$ cat config.mk
export PLATFORM = sky130hd
export DESIGN_NAME = div_unit
export DESIGN_NICKNAME = d
export VERILOG_FILES = /design/src/div_op_pkg.sv /design/src/div_types_pkg.sv /design/src/div_req_queue.sv /design/src/div_unit_ctrl.sv /design/src/div_iter_core.sv /design/src/div_result_fix.sv /design/src/div_unit.sv
export SDC_FILE = /design/constraint.sdc
export NUM_CORES = 1
export LEC_CHECK = 0
export CORE_AREA = 2 2 231 324
export DETAILED_ROUTE_END_ITERATION = 10
export DIE_AREA = 0 0 233 326
export DONT_BUFFER_PORTS = 1
export GPL_TIMING_DRIVEN = 0
export PLACE_DENSITY = 0.77
export SKIP_CTS_REPAIR_TIMING = 1
export SYNTH_ARGS = -nofsm -noshare
export SYNTH_HDL_FRONTEND = slang
export SYNTH_SLANG_ARGS = --single-unit
$ cat constraint.sdc
create_clock -name clk -period 13.95 [get_ports clk]
set_clock_uncertainty 0.2 [all_clocks]
set_input_delay 4.185 -clock clk [delete_from_list [all_inputs] [get_ports clk]]
set_output_delay 4.185 -clock clk [all_outputs]
set_load 0.005 [all_outputs]
$ cat src/div_op_pkg.sv
package div_op_pkg;

    // Bit 0 set for unsigned, bit 1 for remainder, bit 2 for word forms
    typedef enum logic [2:0] {
        DIV   = 3'b000,
        DIVU  = 3'b001,
        REM   = 3'b010,
        REMU  = 3'b011,
        DIVW  = 3'b100,
        DIVUW = 3'b101,
        REMW  = 3'b110,
        REMUW = 3'b111
    } div_op_e;

    function automatic logic op_is_signed(div_op_e op);
        return op inside {DIV, REM, DIVW, REMW};
    endfunction

    function automatic logic op_is_rem(div_op_e op);
        return op inside {REM, REMU, REMW, REMUW};
    endfunction

    function automatic logic op_is_word(div_op_e op);
        return op inside {DIVW, DIVUW, REMW, REMUW};
    endfunction

endpackage

$ cat src/div_types_pkg.sv
package div_types_pkg;

    import div_op_pkg::*;

    localparam int XLEN             = 64;
    localparam int WORD_W           = 32;
    localparam int DIV_STEPS        = 64;
    localparam int DIV_CNT_W        = $clog2(DIV_STEPS);
    localparam int DIV_TAG_W        = 4;
    localparam int DIV_QUEUE_DEPTH  = 2;
    localparam int DIV_PTR_W        = $clog2(DIV_QUEUE_DEPTH);
    localparam int DIV_FILL_W       = $clog2(DIV_QUEUE_DEPTH + 1);
    localparam int DIV_RESP_CREDITS = 2;
    localparam int DIV_CREDIT_W     = $clog2(DIV_RESP_CREDITS + 1);

    typedef struct packed {
        div_op_e                op;
        logic [DIV_TAG_W-1:0]   tag;
        logic [XLEN-1:0]        dividend;
        logic [XLEN-1:0]        divisor;
    } div_req_t;

    typedef struct packed {
        logic [DIV_TAG_W-1:0]   tag;
        logic [XLEN-1:0]        result;
    } div_resp_t;

    typedef struct packed {
        logic [XLEN-1:0]        dividend;   // Already widened for word forms
        logic [XLEN-1:0]        divisor;
        logic                   is_signed;
        div_op_e                op;
        logic [DIV_TAG_W-1:0]   tag;
    } div_job_t;

    // Keeps the low word, upper bits follow bit 31 only when sext is set
    function automatic logic [XLEN-1:0] widen_word(logic [XLEN-1:0] x, logic sext);
        return {{(XLEN - WORD_W){sext & x[WORD_W-1]}}, x[WORD_W-1:0]};
    endfunction

endpackage

$ cat src/div_req_queue.sv
`timescale 1ns/10ps

module div_req_queue import div_types_pkg::*; (
    input  logic     clk,
    input  logic     reset,
    input  logic     push,
    input  div_req_t push_req,
    input  logic     pop,
    output div_req_t head,
    output logic     not_empty,
    output logic     req_credit
);

    div_req_t             mem [DIV_QUEUE_DEPTH];
    logic [DIV_PTR_W-1:0] rd_ptr;
    logic [DIV_PTR_W-1:0] wr_ptr;
    logic [DIV_FILL_W-1:0] count;
    logic                 do_pop;

    function automatic logic [DIV_PTR_W-1:0] ptr_next(logic [DIV_PTR_W-1:0] ptr);
        return (ptr == DIV_PTR_W'(DIV_QUEUE_DEPTH - 1)) ? '0 : ptr + 1'b1;
    endfunction

    assign not_empty  = (count != '0);
    assign do_pop     = pop & not_empty;
    assign head       = mem[rd_ptr];
    assign req_credit = do_pop;           // Slot freed, sender may refill it

    always_ff @(posedge clk) begin
        if (reset) begin
            rd_ptr <= '0;
            wr_ptr <= '0;
            count  <= '0;
        end else begin
            if (push)
                wr_ptr <= ptr_next(wr_ptr);
            if (do_pop)
                rd_ptr <= ptr_next(rd_ptr);
            case ({push, do_pop})
                2'b10:   count <= count + 1'b1;
                2'b01:   count <= count - 1'b1;
                default: count <= count;
            endcase
        end
    end

    always_ff @(posedge clk) begin
        if (push)
            mem[wr_ptr] <= push_req;       // No full check, credits bound the sender
    end

endmodule

$ cat src/div_unit_ctrl.sv
`timescale 1ns/10ps

module div_unit_ctrl import div_op_pkg::*, div_types_pkg::*; (
    input  logic     clk,
    input  logic     reset,
    input  logic     not_empty,
    input  div_req_t head,
    input  logic     core_idle,
    input  logic     resp_sent,
    input  logic     resp_credit,
    output logic     pop,
    output logic     start,
    output div_job_t job
);

    logic [DIV_CREDIT_W-1:0] credit_cnt;
    logic                    in_flight;   // Job launched, response not yet sent
    logic                    credit_ok;
    logic                    sext;

    // A job in flight has already claimed one of the credits
    assign credit_ok = credit_cnt > DIV_CREDIT_W'(in_flight);
    assign pop       = not_empty & core_idle & credit_ok;
    assign start     = pop;

    always_ff @(posedge clk) begin
        if (reset) begin
            credit_cnt <= DIV_CREDIT_W'(DIV_RESP_CREDITS);
            in_flight  <= 1'b0;
        end else begin
            case ({resp_sent, resp_credit})
                2'b10:   credit_cnt <= credit_cnt - 1'b1;
                2'b01:   credit_cnt <= credit_cnt + 1'b1;
                default: credit_cnt <= credit_cnt;
            endcase
            if (start)
                in_flight <= 1'b1;
            else if (resp_sent)
                in_flight <= 1'b0;
        end
    end

    assign sext = op_is_signed(head.op);

    always_comb begin
        job.op        = head.op;
        job.tag       = head.tag;
        job.is_signed = sext;
        if (op_is_word(head.op)) begin
            job.dividend = widen_word(head.dividend, sext);
            job.divisor  = widen_word(head.divisor, sext);
        end else begin
            job.dividend = head.dividend;
            job.divisor  = head.divisor;
        end
    end

endmodule

$ cat src/div_iter_core.sv
`timescale 1ns/10ps

module div_iter_core import div_types_pkg::*; (
    input  logic            clk,
    input  logic            reset,
    input  logic            start,
    input  div_job_t        job,
    output logic            idle,
    output logic            done,
    output div_job_t        done_job,
    output logic [XLEN-1:0] quotient,
    output logic [XLEN-1:0] remainder
);

    logic                   busy;
    logic                   done_r;
    logic [DIV_CNT_W-1:0]   step_cnt;
    logic                   launch;

    logic [2*XLEN-1:0]      part_r;      // Partial remainder over the shifted-out dividend
    logic [XLEN-1:0]        divisor_r;
    logic [XLEN-1:0]        quo_r;
    logic                   dividend_neg;
    logic                   divisor_neg;
    div_job_t               job_r;

    logic                   dividend_sgn;
    logic                   divisor_sgn;
    logic [XLEN-1:0]        dividend_mag;
    logic [XLEN-1:0]        divisor_mag;
    logic [XLEN+1:0]        diff;
    logic                   borrow;
    logic [XLEN-1:0]        rem_mag;

    assign idle   = ~busy & ~done_r;
    assign launch = start & idle;

    assign dividend_sgn = job.is_signed & job.dividend[XLEN-1];
    assign divisor_sgn  = job.is_signed & job.divisor[XLEN-1];
    assign dividend_mag = dividend_sgn ? -job.dividend : job.dividend;
    assign divisor_mag  = divisor_sgn  ? -job.divisor  : job.divisor;

    // Trial subtraction on the top XLEN+1 bits, borrow means restore
    assign diff   = {1'b0, part_r[2*XLEN-1:XLEN-1]} - {2'b00, divisor_r};
    assign borrow = diff[XLEN+1];

    always_ff @(posedge clk) begin
        if (reset) begin
            busy     <= 1'b0;
            done_r   <= 1'b0;
            step_cnt <= '0;
        end else begin
            done_r <= 1'b0;
            if (launch) begin
                busy     <= 1'b1;
                step_cnt <= '0;
            end else if (busy) begin
                step_cnt <= step_cnt + 1'b1;
                if (step_cnt == DIV_CNT_W'(DIV_STEPS - 1)) begin
                    busy   <= 1'b0;
                    done_r <= 1'b1;   // Last step lands on this edge
                end
            end
        end
    end

    always_ff @(posedge clk) begin
        if (launch) begin
            part_r       <= {{XLEN{1'b0}}, dividend_mag};
            divisor_r    <= divisor_mag;
            quo_r        <= '0;
            dividend_neg <= dividend_sgn;
            divisor_neg  <= divisor_sgn;
            job_r        <= job;
        end else if (busy) begin
            if (borrow)
                part_r <= {part_r[2*XLEN-2:0], 1'b0};
            else
                part_r <= {diff[XLEN-1:0], part_r[XLEN-2:0], 1'b0};
            quo_r <= {quo_r[XLEN-2:0], ~borrow};
        end
    end

    assign rem_mag   = part_r[2*XLEN-1:XLEN];
    assign quotient  = (dividend_neg ^ divisor_neg) ? -quo_r : quo_r;
    assign remainder = dividend_neg ? -rem_mag : rem_mag;  // Takes the dividend's sign
    assign done      = done_r;
    assign done_job  = job_r;

endmodule

$ cat src/div_result_fix.sv
`timescale 1ns/10ps

module div_result_fix import div_op_pkg::*, div_types_pkg::*; (
    input  logic            clk,
    input  logic            reset,
    input  logic            done,
    input  div_job_t        done_job,
    input  logic [XLEN-1:0] quotient,
    input  logic [XLEN-1:0] remainder,
    output logic            resp_valid,
    output div_resp_t       resp
);

    logic            is_rem;
    logic            div_by_zero;
    logic [XLEN-1:0] chosen;
    logic [XLEN-1:0] fixed;

    assign is_rem      = op_is_rem(done_job.op);
    assign div_by_zero = (done_job.divisor == '0);

    always_comb begin
        if (div_by_zero)
            chosen = is_rem ? done_job.dividend : '1;   // RISC-V divide by zero
        else
            chosen = is_rem ? remainder : quotient;
    end

    // Word results are always sign-extended, even for the unsigned forms
    assign fixed = op_is_word(done_job.op) ? widen_word(chosen, 1'b1) : chosen;

    always_ff @(posedge clk) begin
        if (reset)
            resp_valid <= 1'b0;
        else
            resp_valid <= done;
    end

    always_ff @(posedge clk) begin
        if (done) begin
            resp.tag    <= done_job.tag;
            resp.result <= fixed;
        end
    end

endmodule

$ cat src/div_unit.sv
`timescale 1ns/10ps

module div_unit import div_types_pkg::*; (
    input  logic      clk,
    input  logic      reset,
    input  logic      req_valid,
    input  div_req_t  req,
    output logic      req_credit,
    output logic      resp_valid,
    output div_resp_t resp,
    input  logic      resp_credit
);

    div_req_t        head;
    logic            not_empty;
    logic            pop;
    logic            start;
    div_job_t        job;
    logic            core_idle;
    logic            done;
    div_job_t        done_job;
    logic [XLEN-1:0] quotient;
    logic [XLEN-1:0] remainder;

    div_req_queue i_div_req_queue (
        .clk        (clk),
        .reset      (reset),
        .push       (req_valid),
        .push_req   (req),
        .pop        (pop),
        .head       (head),
        .not_empty  (not_empty),
        .req_credit (req_credit)
    );

    div_unit_ctrl i_div_unit_ctrl (
        .clk         (clk),
        .reset       (reset),
        .not_empty   (not_empty),
        .head        (head),
        .core_idle   (core_idle),
        .resp_sent   (resp_valid),     // Each response spends an output credit
        .resp_credit (resp_credit),
        .pop         (pop),
        .start       (start),
        .job         (job)
    );

    div_iter_core i_div_iter_core (
        .clk       (clk),
        .reset     (reset),
        .start     (start),
        .job       (job),
        .idle      (core_idle),
        .done      (done),
        .done_job  (done_job),
        .quotient  (quotient),
        .remainder (remainder)
    );

    div_result_fix i_div_result_fix (
        .clk        (clk),
        .reset      (reset),
        .done       (done),
        .done_job   (done_job),
        .quotient   (quotient),
        .remainder  (remainder),
        .resp_valid (resp_valid),
        .resp       (resp)
    );

endmodule

## Word level (Yosys, flattened, before mapping)

Memory sizes are Yosys's and may differ from the RTL's. A register that Yosys moved wholly into a read port is not among the register bits.
Index checks and enable logic that the tools add are counted.

- Bits of input ports: 139
- Memories kept: 1
- Bits in writable memories: 270
- Register bits after elaboration: 477

Memories:

| name | depth | width | rd ports | clocked after Yosys merged registers in | write ports | RTL line | RTL |
|---|---|---|---|---|---|---|---|
| i_div_req_queue.mem | 2 | 135 | 1 | 1 | 1 | div_req_queue.sv:14 | `div_req_t mem [DIV_QUEUE_DEPTH];` |

- $add $sub $neg: 12
- Multiplexer cells: 26
- Reductions and logical operators: 13
- Bitwise logic cells: 13
- Magnitude comparators: 1
- Equality and inequality tests: 16

Operators by type and width:

| kind | count |
|---|---|
| 64-bit 2-to-1 mux | 10 |
| 128-bit 2-to-1 mux | 2 |
| 64-bit negation | 4 |
| 65-bit by 64-bit subtractor with 66-bit output | 1 |
| 64-bit zero test | 1 |
| 3-bit equality test, second input constant | 8 |
| 4-bit nonzero test | 4 |
| 1-bit 2-to-1 mux | 12 |
| 2-bit nonzero test | 5 |
| 1-bit AND | 9 |
| 3-bit by 2-bit equality test with 1-bit output, second input constant | 3 |
| 2-bit one-hot mux with 2 select lines | 2 |
| 6-bit by 1-bit adder with 6-bit output, second input constant | 1 |
| 6-bit equality test, second input constant | 1 |
| 2-bit by 1-bit adder with 2-bit output, second input constant | 2 |
| 2-bit by 1-bit equality test with 1-bit output, second input constant | 2 |
| 2-bit equality test, second input constant | 2 |
| 2-bit by 1-bit subtractor with 2-bit output, second input constant | 2 |
| 3-bit zero test | 1 |
| 1-bit NOT | 3 |
| 3-bit OR reduction | 1 |
| 1-bit adder, second input constant | 2 |
| 2-bit by 1-bit > comparator with 1-bit output | 1 |
| 2-bit OR reduction | 1 |
| 1-bit XOR | 1 |

## Logic depth before layout (Yosys ltp)

Gate-level depths: netlist of the first run.

- Depth after elaboration: 7
- Mapped depth: 25
- Depth with buffers taken out: 15

## Cells and area by module

From an unflattened synthesis of the first run, not the netlist that was laid out.

- Cell total of the unflattened synthesis: 3419
- Area total of the unflattened synthesis: 38914.8 um^2

Modules (own cells, without submodules):

| module | area each (um^2) | instances | cells each |
|---|---|---|---|
| div_iter_core | 23063.4 | 1 | 2384 |
| div_req_queue | 10134.7 | 1 | 442 |
| div_result_fix | 4350.4 | 1 | 358 |
| div_unit_ctrl | 1366.3 | 1 | 235 |

## Worst setup path after synthesis of the first run

OpenSTA, ideal clock, no wires.

- Path type: input-to-reg
- From: input port req_valid
- To: memory i_div_req_queue.mem[0][0] (netlist bit) (enable)
- Arrival time: 9897 ps
- Buffers on the path: 0
- Required time: 13115 ps
- Setup time: 635 ps
- Setup slack: 3218 ps
- Stages on the path: 2
- Cell sequence: inv_1 nor2_1

- Word-level cells in the longest chain between the ends: 2

RTL lines:

| item | RTL line | RTL |
|---|---|---|
| from (decl) | div_unit.sv:6 | `input logic req_valid,` |
| 1-bit 2-to-1 mux | div_req_queue.sv:48 | `if (push)` |
| 1-bit 2-to-1 mux (implied by the code) | div_req_queue.sv:49 | `mem[wr_ptr] <= push_req;` |
| to (decl) | div_req_queue.sv:14 |  |

No other way between the ends.

==> out/results.tsv, run 1 <==
metric	value	unit
final_area	41600	um^2
fp.coreArea	73400	um^2
p_leak	15.0	nW
crit_fanout	10	
clk_latency	670	ps
ys_ff_latch	746	
post_synth_num_cell_types	94	
cp_num_buf_inv	13	
dieArea	76000	um^2
max_slew_margin	0.0837	
worst_ep_arrival_time	9240	ps
clk_path_buf_depth	3	
peakVddDrop	0.166	mV
fin_setup_tns	0	ps
hold_path.class	reg -> reg	
drt_iter0_drc	3175	
wl_per_cell	24.7	um
drv_slew	0	
drt-total-wl	115000	um
finalHoldViolations	0	
synth_edf_count	601	
grt-ovfl-total	0	
drt_first_pass_iters	5	
io_pins	209	
synth_top_area_cell	edfxtp_1	
area_growth	10.1	%
dp.cells	4508	
synthTopCellsByCount	edfxtp_1, nand2_1, o21ai_0	
combPwrFrac	0.457	
die_h	326	um
grtUsageTotal	0.300	
fin_ws	4910	ps
crit_slowest_cell	buf_1	
critPathKind	reg -> reg	
sw_frac_of_total	0.433	
synth_flop_cell	edfxtp_1	
synth-seq-area-share	0.555	
chipWidth	233	um
cts_tree	done	
power.switching	4.47	mW
report.final.setup_viol	0	
clockRootBuffer	clkbuf_16	
clkSinkCount	746	
required	14150	ps
tightest_slew	1360	ps
start_util	0.514	
vias	28900	
outcome	finished, final reports clean	
power_frac_seq	0.351	
synthArstFlopShare	0	
multiInputGateArea	15300	um^2
ys_top_cells_by_area	edfxtp_1, dfxtp_1, xnor2_1, o21ai_0, nand2_1	
stdcell_count	4638	
gp_congestion	0.978	
yosys_warnings	0	
grt_pass1_wl	170000	um
seq_area	21000	um^2
fin_crit_sh	0.648	
postRouteAntennaNets	0	
vias_per_cell	6.22	
clkPwrFrac	0.192	
drive_above_1_share	0.0696	
syn_nets	3752	
cts_max_level	3	
grt_max_degree	139	
drc	0	
yosysTopAreaCellShare	0.478	
hpwlAfterDp	87500	um
critPathMaxStageDelay	810	ps
period_needed	9040	ps
synth.cell_area	37800	um^2
post-route-util	0.566	
crit_family	buffers and inverters	
n_fill_cell	6071	
path_clk_slew	60	ps
drv_cap	0	
grt_pass1_vias	28000	
cp-start-kind	flip-flop	
port_buffers	0	
std_cell_rows	118	
numCtsBuffers	72	
placed_area	39200	um^2
dp_slack	4980	ps
p_per_area	248	nW/um^2
avgSynthCellArea	10.7	um^2
timing.hold.ws	230	ps
synth_cells	3540	
critPathCaptureType	flip-flop	
rsz0062_at_grt	no	
timing.fmax	111	MHz
antenna-diode-count	0	
nNetsFinal	3834	
crit_path_frequent_cell	buf_2	
synth.most_common_cell	edfxtp_1	
grt_antenna_before_repair	0	
power.total	10.3	mW
p_int	5.85	mW
==> kinds of logic (layout without fill, tap and decap cells) <==
logic type,after synthesis,after routing,synth area share
buffers and inverters,363,501,0.0394
flip-flops,746,746,0.555
multiplexers,111,111,0.0320
XOR/XNOR,303,303,0.0703
AO/OA/AOI/OAI,913,913,0.150
AND/OR/NAND/NOR,1031,1031,0.129
adder cells (fa/ha/maj),73,73,0.0244
==> placed cells by master, fill, tap and decap left out, types with 16 or more instances in the layout <==
cell | netlist | layout
edfxtp_1 | 601 | 601
nand2_1 | 429 | 429
o21ai_0 | 330 | 330
nor2_1 | 241 | 240
a21oi_1 | 224 | 224
xnor2_1 | 193 | 193
clkbuf_1 | 166 | 175
inv_1 | 164 | 162
dfxtp_1 | 145 | 144
xor2_1 | 110 | 110
nor3_1 | 85 | 85
clkbuf_16 | 0 | 74
ha_1 | 72 | 72
mux2_2 | 61 | 61
mux2i_1 | 47 | 47
o31ai_1 | 45 | 45
a22oi_1 | 43 | 43
a31oi_1 | 35 | 35
or3_1 | 32 | 32
a21o_1 | 32 | 32
nor4_1 | 31 | 31
nand3_1 | 31 | 31
nand4_1 | 29 | 29
nor3b_1 | 23 | 23
a22o_1 | 19 | 19
or4_1 | 18 | 18
o41ai_1 | 18 | 18
a32oi_1 | 18 | 18
and3_1 | 17 | 17
nand2b_1 | 16 | 16
==> layer usage <==
metal / global-route usage / routed length [um] / up-vias
met3: 0.0495 / 9390 / 348
li1: - / - / 13100
met5: 0 / 0 / -
met2: 0.490 / 53800 / 1527
met4: 0.189 / 8210 / 0
met1: 0.369 / 43100 / 13900
==> final timing paths <==
check | start | end | slack, ps | depth (start not counted)
worst max register to register | flip-flop | i_div_iter_core.divisor_r[62] | 4910 | 25
worst min-delay path | i_div_iter_core.done_job[0] | i_div_result_fix.resp[64] | 230 | 0
worst max-delay path | flip-flop | i_div_iter_core.divisor_r[62] | 4910 | 25
worst min register to register | i_div_iter_core.done_job[0] | i_div_result_fix.resp[64] | 230 | 0
==> sequential cells by signal, indices dropped and copies added, names as in the netlist, 2 cells and up, named ones only <==
name / cells
i_div_iter_core.step_cnt: 6
i_div_unit_ctrl.credit_cnt: 2
i_div_iter_core.done_job: 134
i_div_req_queue.mem: 270
i_div_result_fix.resp: 68
i_div_iter_core.quo_r: 64
i_div_iter_core.part_r: 128
i_div_req_queue.count: 2
i_div_iter_core.divisor_r: 63
==> cell type report <==
type	instances	share of cell area
buffer	199	0.0210
clock buffer	83	0.0454
clock inverter	47	0.0122
inverter	164	0.0150
multi-input combinational	2431	0.369
sequential	746	0.504
tap	960	0.0289
timing repair buffer	8	0.00440
==> power groups by stage <==
stage	Clock, mW	Sequential [mW]	Combinational (mW)
global route	2.08	3.65	5.10
CTS	2.00	3.60	4.61
floorplan	0	3.51	3.20
detailed placement	0	3.64	4.59
finish	1.99	3.62	4.71
global placement	0	3.73	4.51
No activity file was read; power rests on OpenSTA's default activity.
==> run 2, diff against run 1 <==
--- a/config.mk
+++ b/config.mk
@@ -5,9 +5,10 @@
 export SDC_FILE = /design/constraint.sdc
 export NUM_CORES = 1
 export LEC_CHECK = 0
-export CORE_AREA = 2 2 231 324
+export ABC_AREA = 1
+export CORE_AREA = 2 2 249 349
 export DETAILED_ROUTE_END_ITERATION = 10
-export DIE_AREA = 0 0 233 326
+export DIE_AREA = 0 0 251 351
 export DONT_BUFFER_PORTS = 1
 export GPL_TIMING_DRIVEN = 0
 export PLACE_DENSITY = 0.77
==> constraint.sdc (replaced) <==
create_clock -name clk -period 9.3 [get_ports clk]
set_clock_uncertainty 0.2 [all_clocks]
set_input_delay 2.79 -clock clk [delete_from_list [all_inputs] [get_ports clk]]
set_output_delay 2.79 -clock clk [all_outputs]
set_load 0.005 [all_outputs]
==> run 2 against run 1 <==
Setup slack lost 2200 ps. Die area increased by 16%. Via count rose by 36%. Sequential share of layout area fell by 6.6 points. Critical path depth fell by 18. Clock power grew 57%. Wire length rose by 39%. Utilization is 0.44 points lower. First-iteration DRC count grew 24%. Critical path type is now reg -> out. Highest routed layer is now met5.
==> out/results.tsv, run 2 <==
metric	value	unit	change
cts_tree	done		unchanged
period_needed	6610	ps	
worst_ep_arrival_time	3620	ps	was 9240 ps
finalHoldViolations	0		unchanged
p_per_area	305	nW/um^2	was 248 nW/um^2
final_cell_mix	nand2_1, inv_1, nor2_1, edfxtp_1, nand3_1		was edfxtp_1, nand2_1, o21ai_0, nor2_1, a21oi_1
ys_top_cells_by_area	edfxtp_1, nand2_1, inv_1, dfxtp_1, nor2_1		was edfxtp_1, dfxtp_1, xnor2_1, o21ai_0, nand2_1
tightest_slew	1010	ps	was 1360 ps
std_cell_rows	127		was 118
die_h	351	um	was 326 um
final_common_cell	nand2_1		was edfxtp_1
clkSinkCount	746		unchanged
fin_ws	2690	ps	was 4910 ps
top_register	i_div_req_queue.mem		unchanged
vias_per_cell	5.63		was 6.22
grt-ovfl-total	0		unchanged
io_pins	209		unchanged
report.final.setup_viol	0		unchanged
largest_register_ffs	270		unchanged
vias	39200		was 28900
area_growth	9.46	%	was 10.1%
grt_max_degree	133		was 139
synth.cell_area	43700	um^2	was 37800 um^2
hold_path.class	reg -> reg		unchanged
start_util	0.513		was 0.514
yosys_warnings	0		unchanged
gp_congestion	1.03		was 0.978
ys_ff_latch	746		unchanged
drv_cap	0		unchanged
yosysTopAreaCellShare	0.413		was 0.478
critPathCaptureType	output pin		was flip-flop
postRouteAntennaNets	0		unchanged
required	6310	ps	was 14150 ps
clk_latency	680	ps	was 670 ps
r2r_start	i_div_unit_ctrl.credit_cnt[0]		
peakVddDrop	0.288	mV	was 0.166 mV
min_to	i_div_result_fix.resp[65]		was i_div_result_fix.resp[64]
max_slew_margin	0.329		was 0.0837
r2r_slack	5040	ps	was 4910 ps
drc	0		unchanged
rsz0062_at_grt	no		unchanged
cts_max_level	3		unchanged
reg2regPathDepth	12		was 25
synth_flop_cell	edfxtp_1		unchanged
synthArstFlopShare	0		unchanged
synth_cells	5729		was 3540
outcome	finished, final reports clean		unchanged
crit_fanout	11		was 10
placed_area	45300	um^2	was 39200 um^2
r2r-end	i_div_req_queue.count[1]		was i_div_iter_core.divisor_r[62]
power.total	14.6	mW	was 10.3 mW
wl_per_cell	22.9	um	was 24.7 um
final_area	47900	um^2	was 41600 um^2
dp_slack	3380	ps	was 4980 ps
synth_top_area_cell	edfxtp_1		unchanged
grt_pass1_wl	232000	um	was 170000 um
clockRootBuffer	clkbuf_16		unchanged
drt_iter0_drc	3951		was 3175
drive_above_1_share	0.0611		was 0.0696
antenna-diode-count	0		unchanged
post-route-util	0.562		was 0.566
chipWidth	251	um	was 233 um
hpwlAfterDp	128000	um	was 87500 um
dieArea	88100	um^2	was 76000 um^2
critPathKind	reg -> out		was reg -> reg
post_synth_num_cell_types	51		was 94
drv_slew	0		unchanged
p_leak	22.4	nW	was 15.0 nW
timing.fmax	151	MHz	
path_clk_slew	60	ps	about the same
hp-start	i_div_iter_core.done_job[1]		was i_div_iter_core.done_job[0]
port_buffers	0		unchanged
grt_antenna_before_repair	2		was 0
nNetsFinal	6024		was 3834
clk_path_buf_depth	3		unchanged
synth_edf_count	601		unchanged
grtUsageTotal	0.357		was 0.300
cp-start-kind	flip-flop		unchanged
drt-total-wl	159000	um	was 115000 um
fp.coreArea	85200	um^2	was 73400 um^2
synth.most_common_cell	nand2_1		was edfxtp_1
grt_pass1_vias	37200		was 28000
synth-seq-area-share	0.479		was 0.555
n_fill_cell	8014		was 6071
drt_first_pass_iters	10		was 5
hold_depth	0		unchanged
avgSynthCellArea	7.63	um^2	was 10.7 um^2
fin_crit_sh	0.710		
synthTopCellsByCount	nand2_1, inv_1, nor2_1		was edfxtp_1, nand2_1, o21ai_0
numCtsBuffers	73		was 72
syn_nets	5941		was 3752
fin_setup_tns	0	ps	unchanged
-- run 2: changes by cell type after synthesis, moves of 54 or more --
cell	delta
nor2_1	+377
inv_1	+628
a21oi_1	-110
nand3_1	+429
clkbuf_1	-60
nand4_1	+142
o22ai_1	+54
o21ai_0	-139
xnor2_1	-172
nand2_1	+1416
mux2_2	-61
-- run 2: area by class of cell --
type | count | area, um^2 | area share
Clock buffer | 90 | 1980 | 0.0413
Timing Repair Buffer | 8 | 198 | 0.00413
Multi-Input combinational cell | 3987 | 18800 | 0.393
Tap cell | 1096 | 1370 | 0.0287
Sequential cell | 746 | 21000 | 0.438
Buffer | 183 | 925 | 0.0193
Clock inverter | 44 | 562 | 0.0117
Inverter | 813 | 3060 | 0.0640
-- run 2: worst max-delay path by stage --
stage | from | to | slack, ps
floorplan | req_valid | i_div_req_queue.mem[0][0] | 2320
global placement | i_div_iter_core.done | i_div_iter_core.done_job[29] | 10
detailed placement | i_div_unit_ctrl.credit_cnt[0] | req_credit | 3380
CTS | i_div_unit_ctrl.credit_cnt[0] | req_credit | 2680
global route | i_div_unit_ctrl.credit_cnt[0] | req_credit | 2530
finish | i_div_unit_ctrl.credit_cnt[0] | req_credit | 2690
-- run 2: worst max-delay path: stages, from the launching register on --
cell and delay, ps:
dfxtp_1 300, inv_1 120, ha_1 240, o21ai_0 170
nand2_1 250, inv_1 390, clkbuf_1 700, clkbuf_1 790
-- run 2: logic make-up after synthesis --
kind of cell    share of synthesized area
fa+ha+maj                          0.0211
flops                               0.479
simple gates                        0.321
buf+inv                            0.0909
xor+xnor                           0.0238
compound gates                     0.0642
-- run 2: metrics by stage --
stage / cells / hold WS [ps]
after floorplan: 5729 / 200
after global placement: 6825 / 216
after detailed placement: 6833 / 210
after CTS: 6967 / 223
after global routing: 6967 / 251
final: 6967 / 224
-- run 2: per-layer routing --
metal | vias up | global-route usage | share of wire
met5 | - | 0 | 0.000082
met4 | 2 | 0.229 | 0.071
met3 | 444 | 0.0626 | 0.076
met2 | 1867 | 0.594 | 0.47
met1 | 18100 | 0.430 | 0.39
li1 | 18800 | - | -
-- run 2: power by group --
group          total [mW]  switching [mW]  internal, mW
registers            5.01           0.250          4.76
clock network        3.12            1.35          1.77
logic                6.46            4.88          1.58
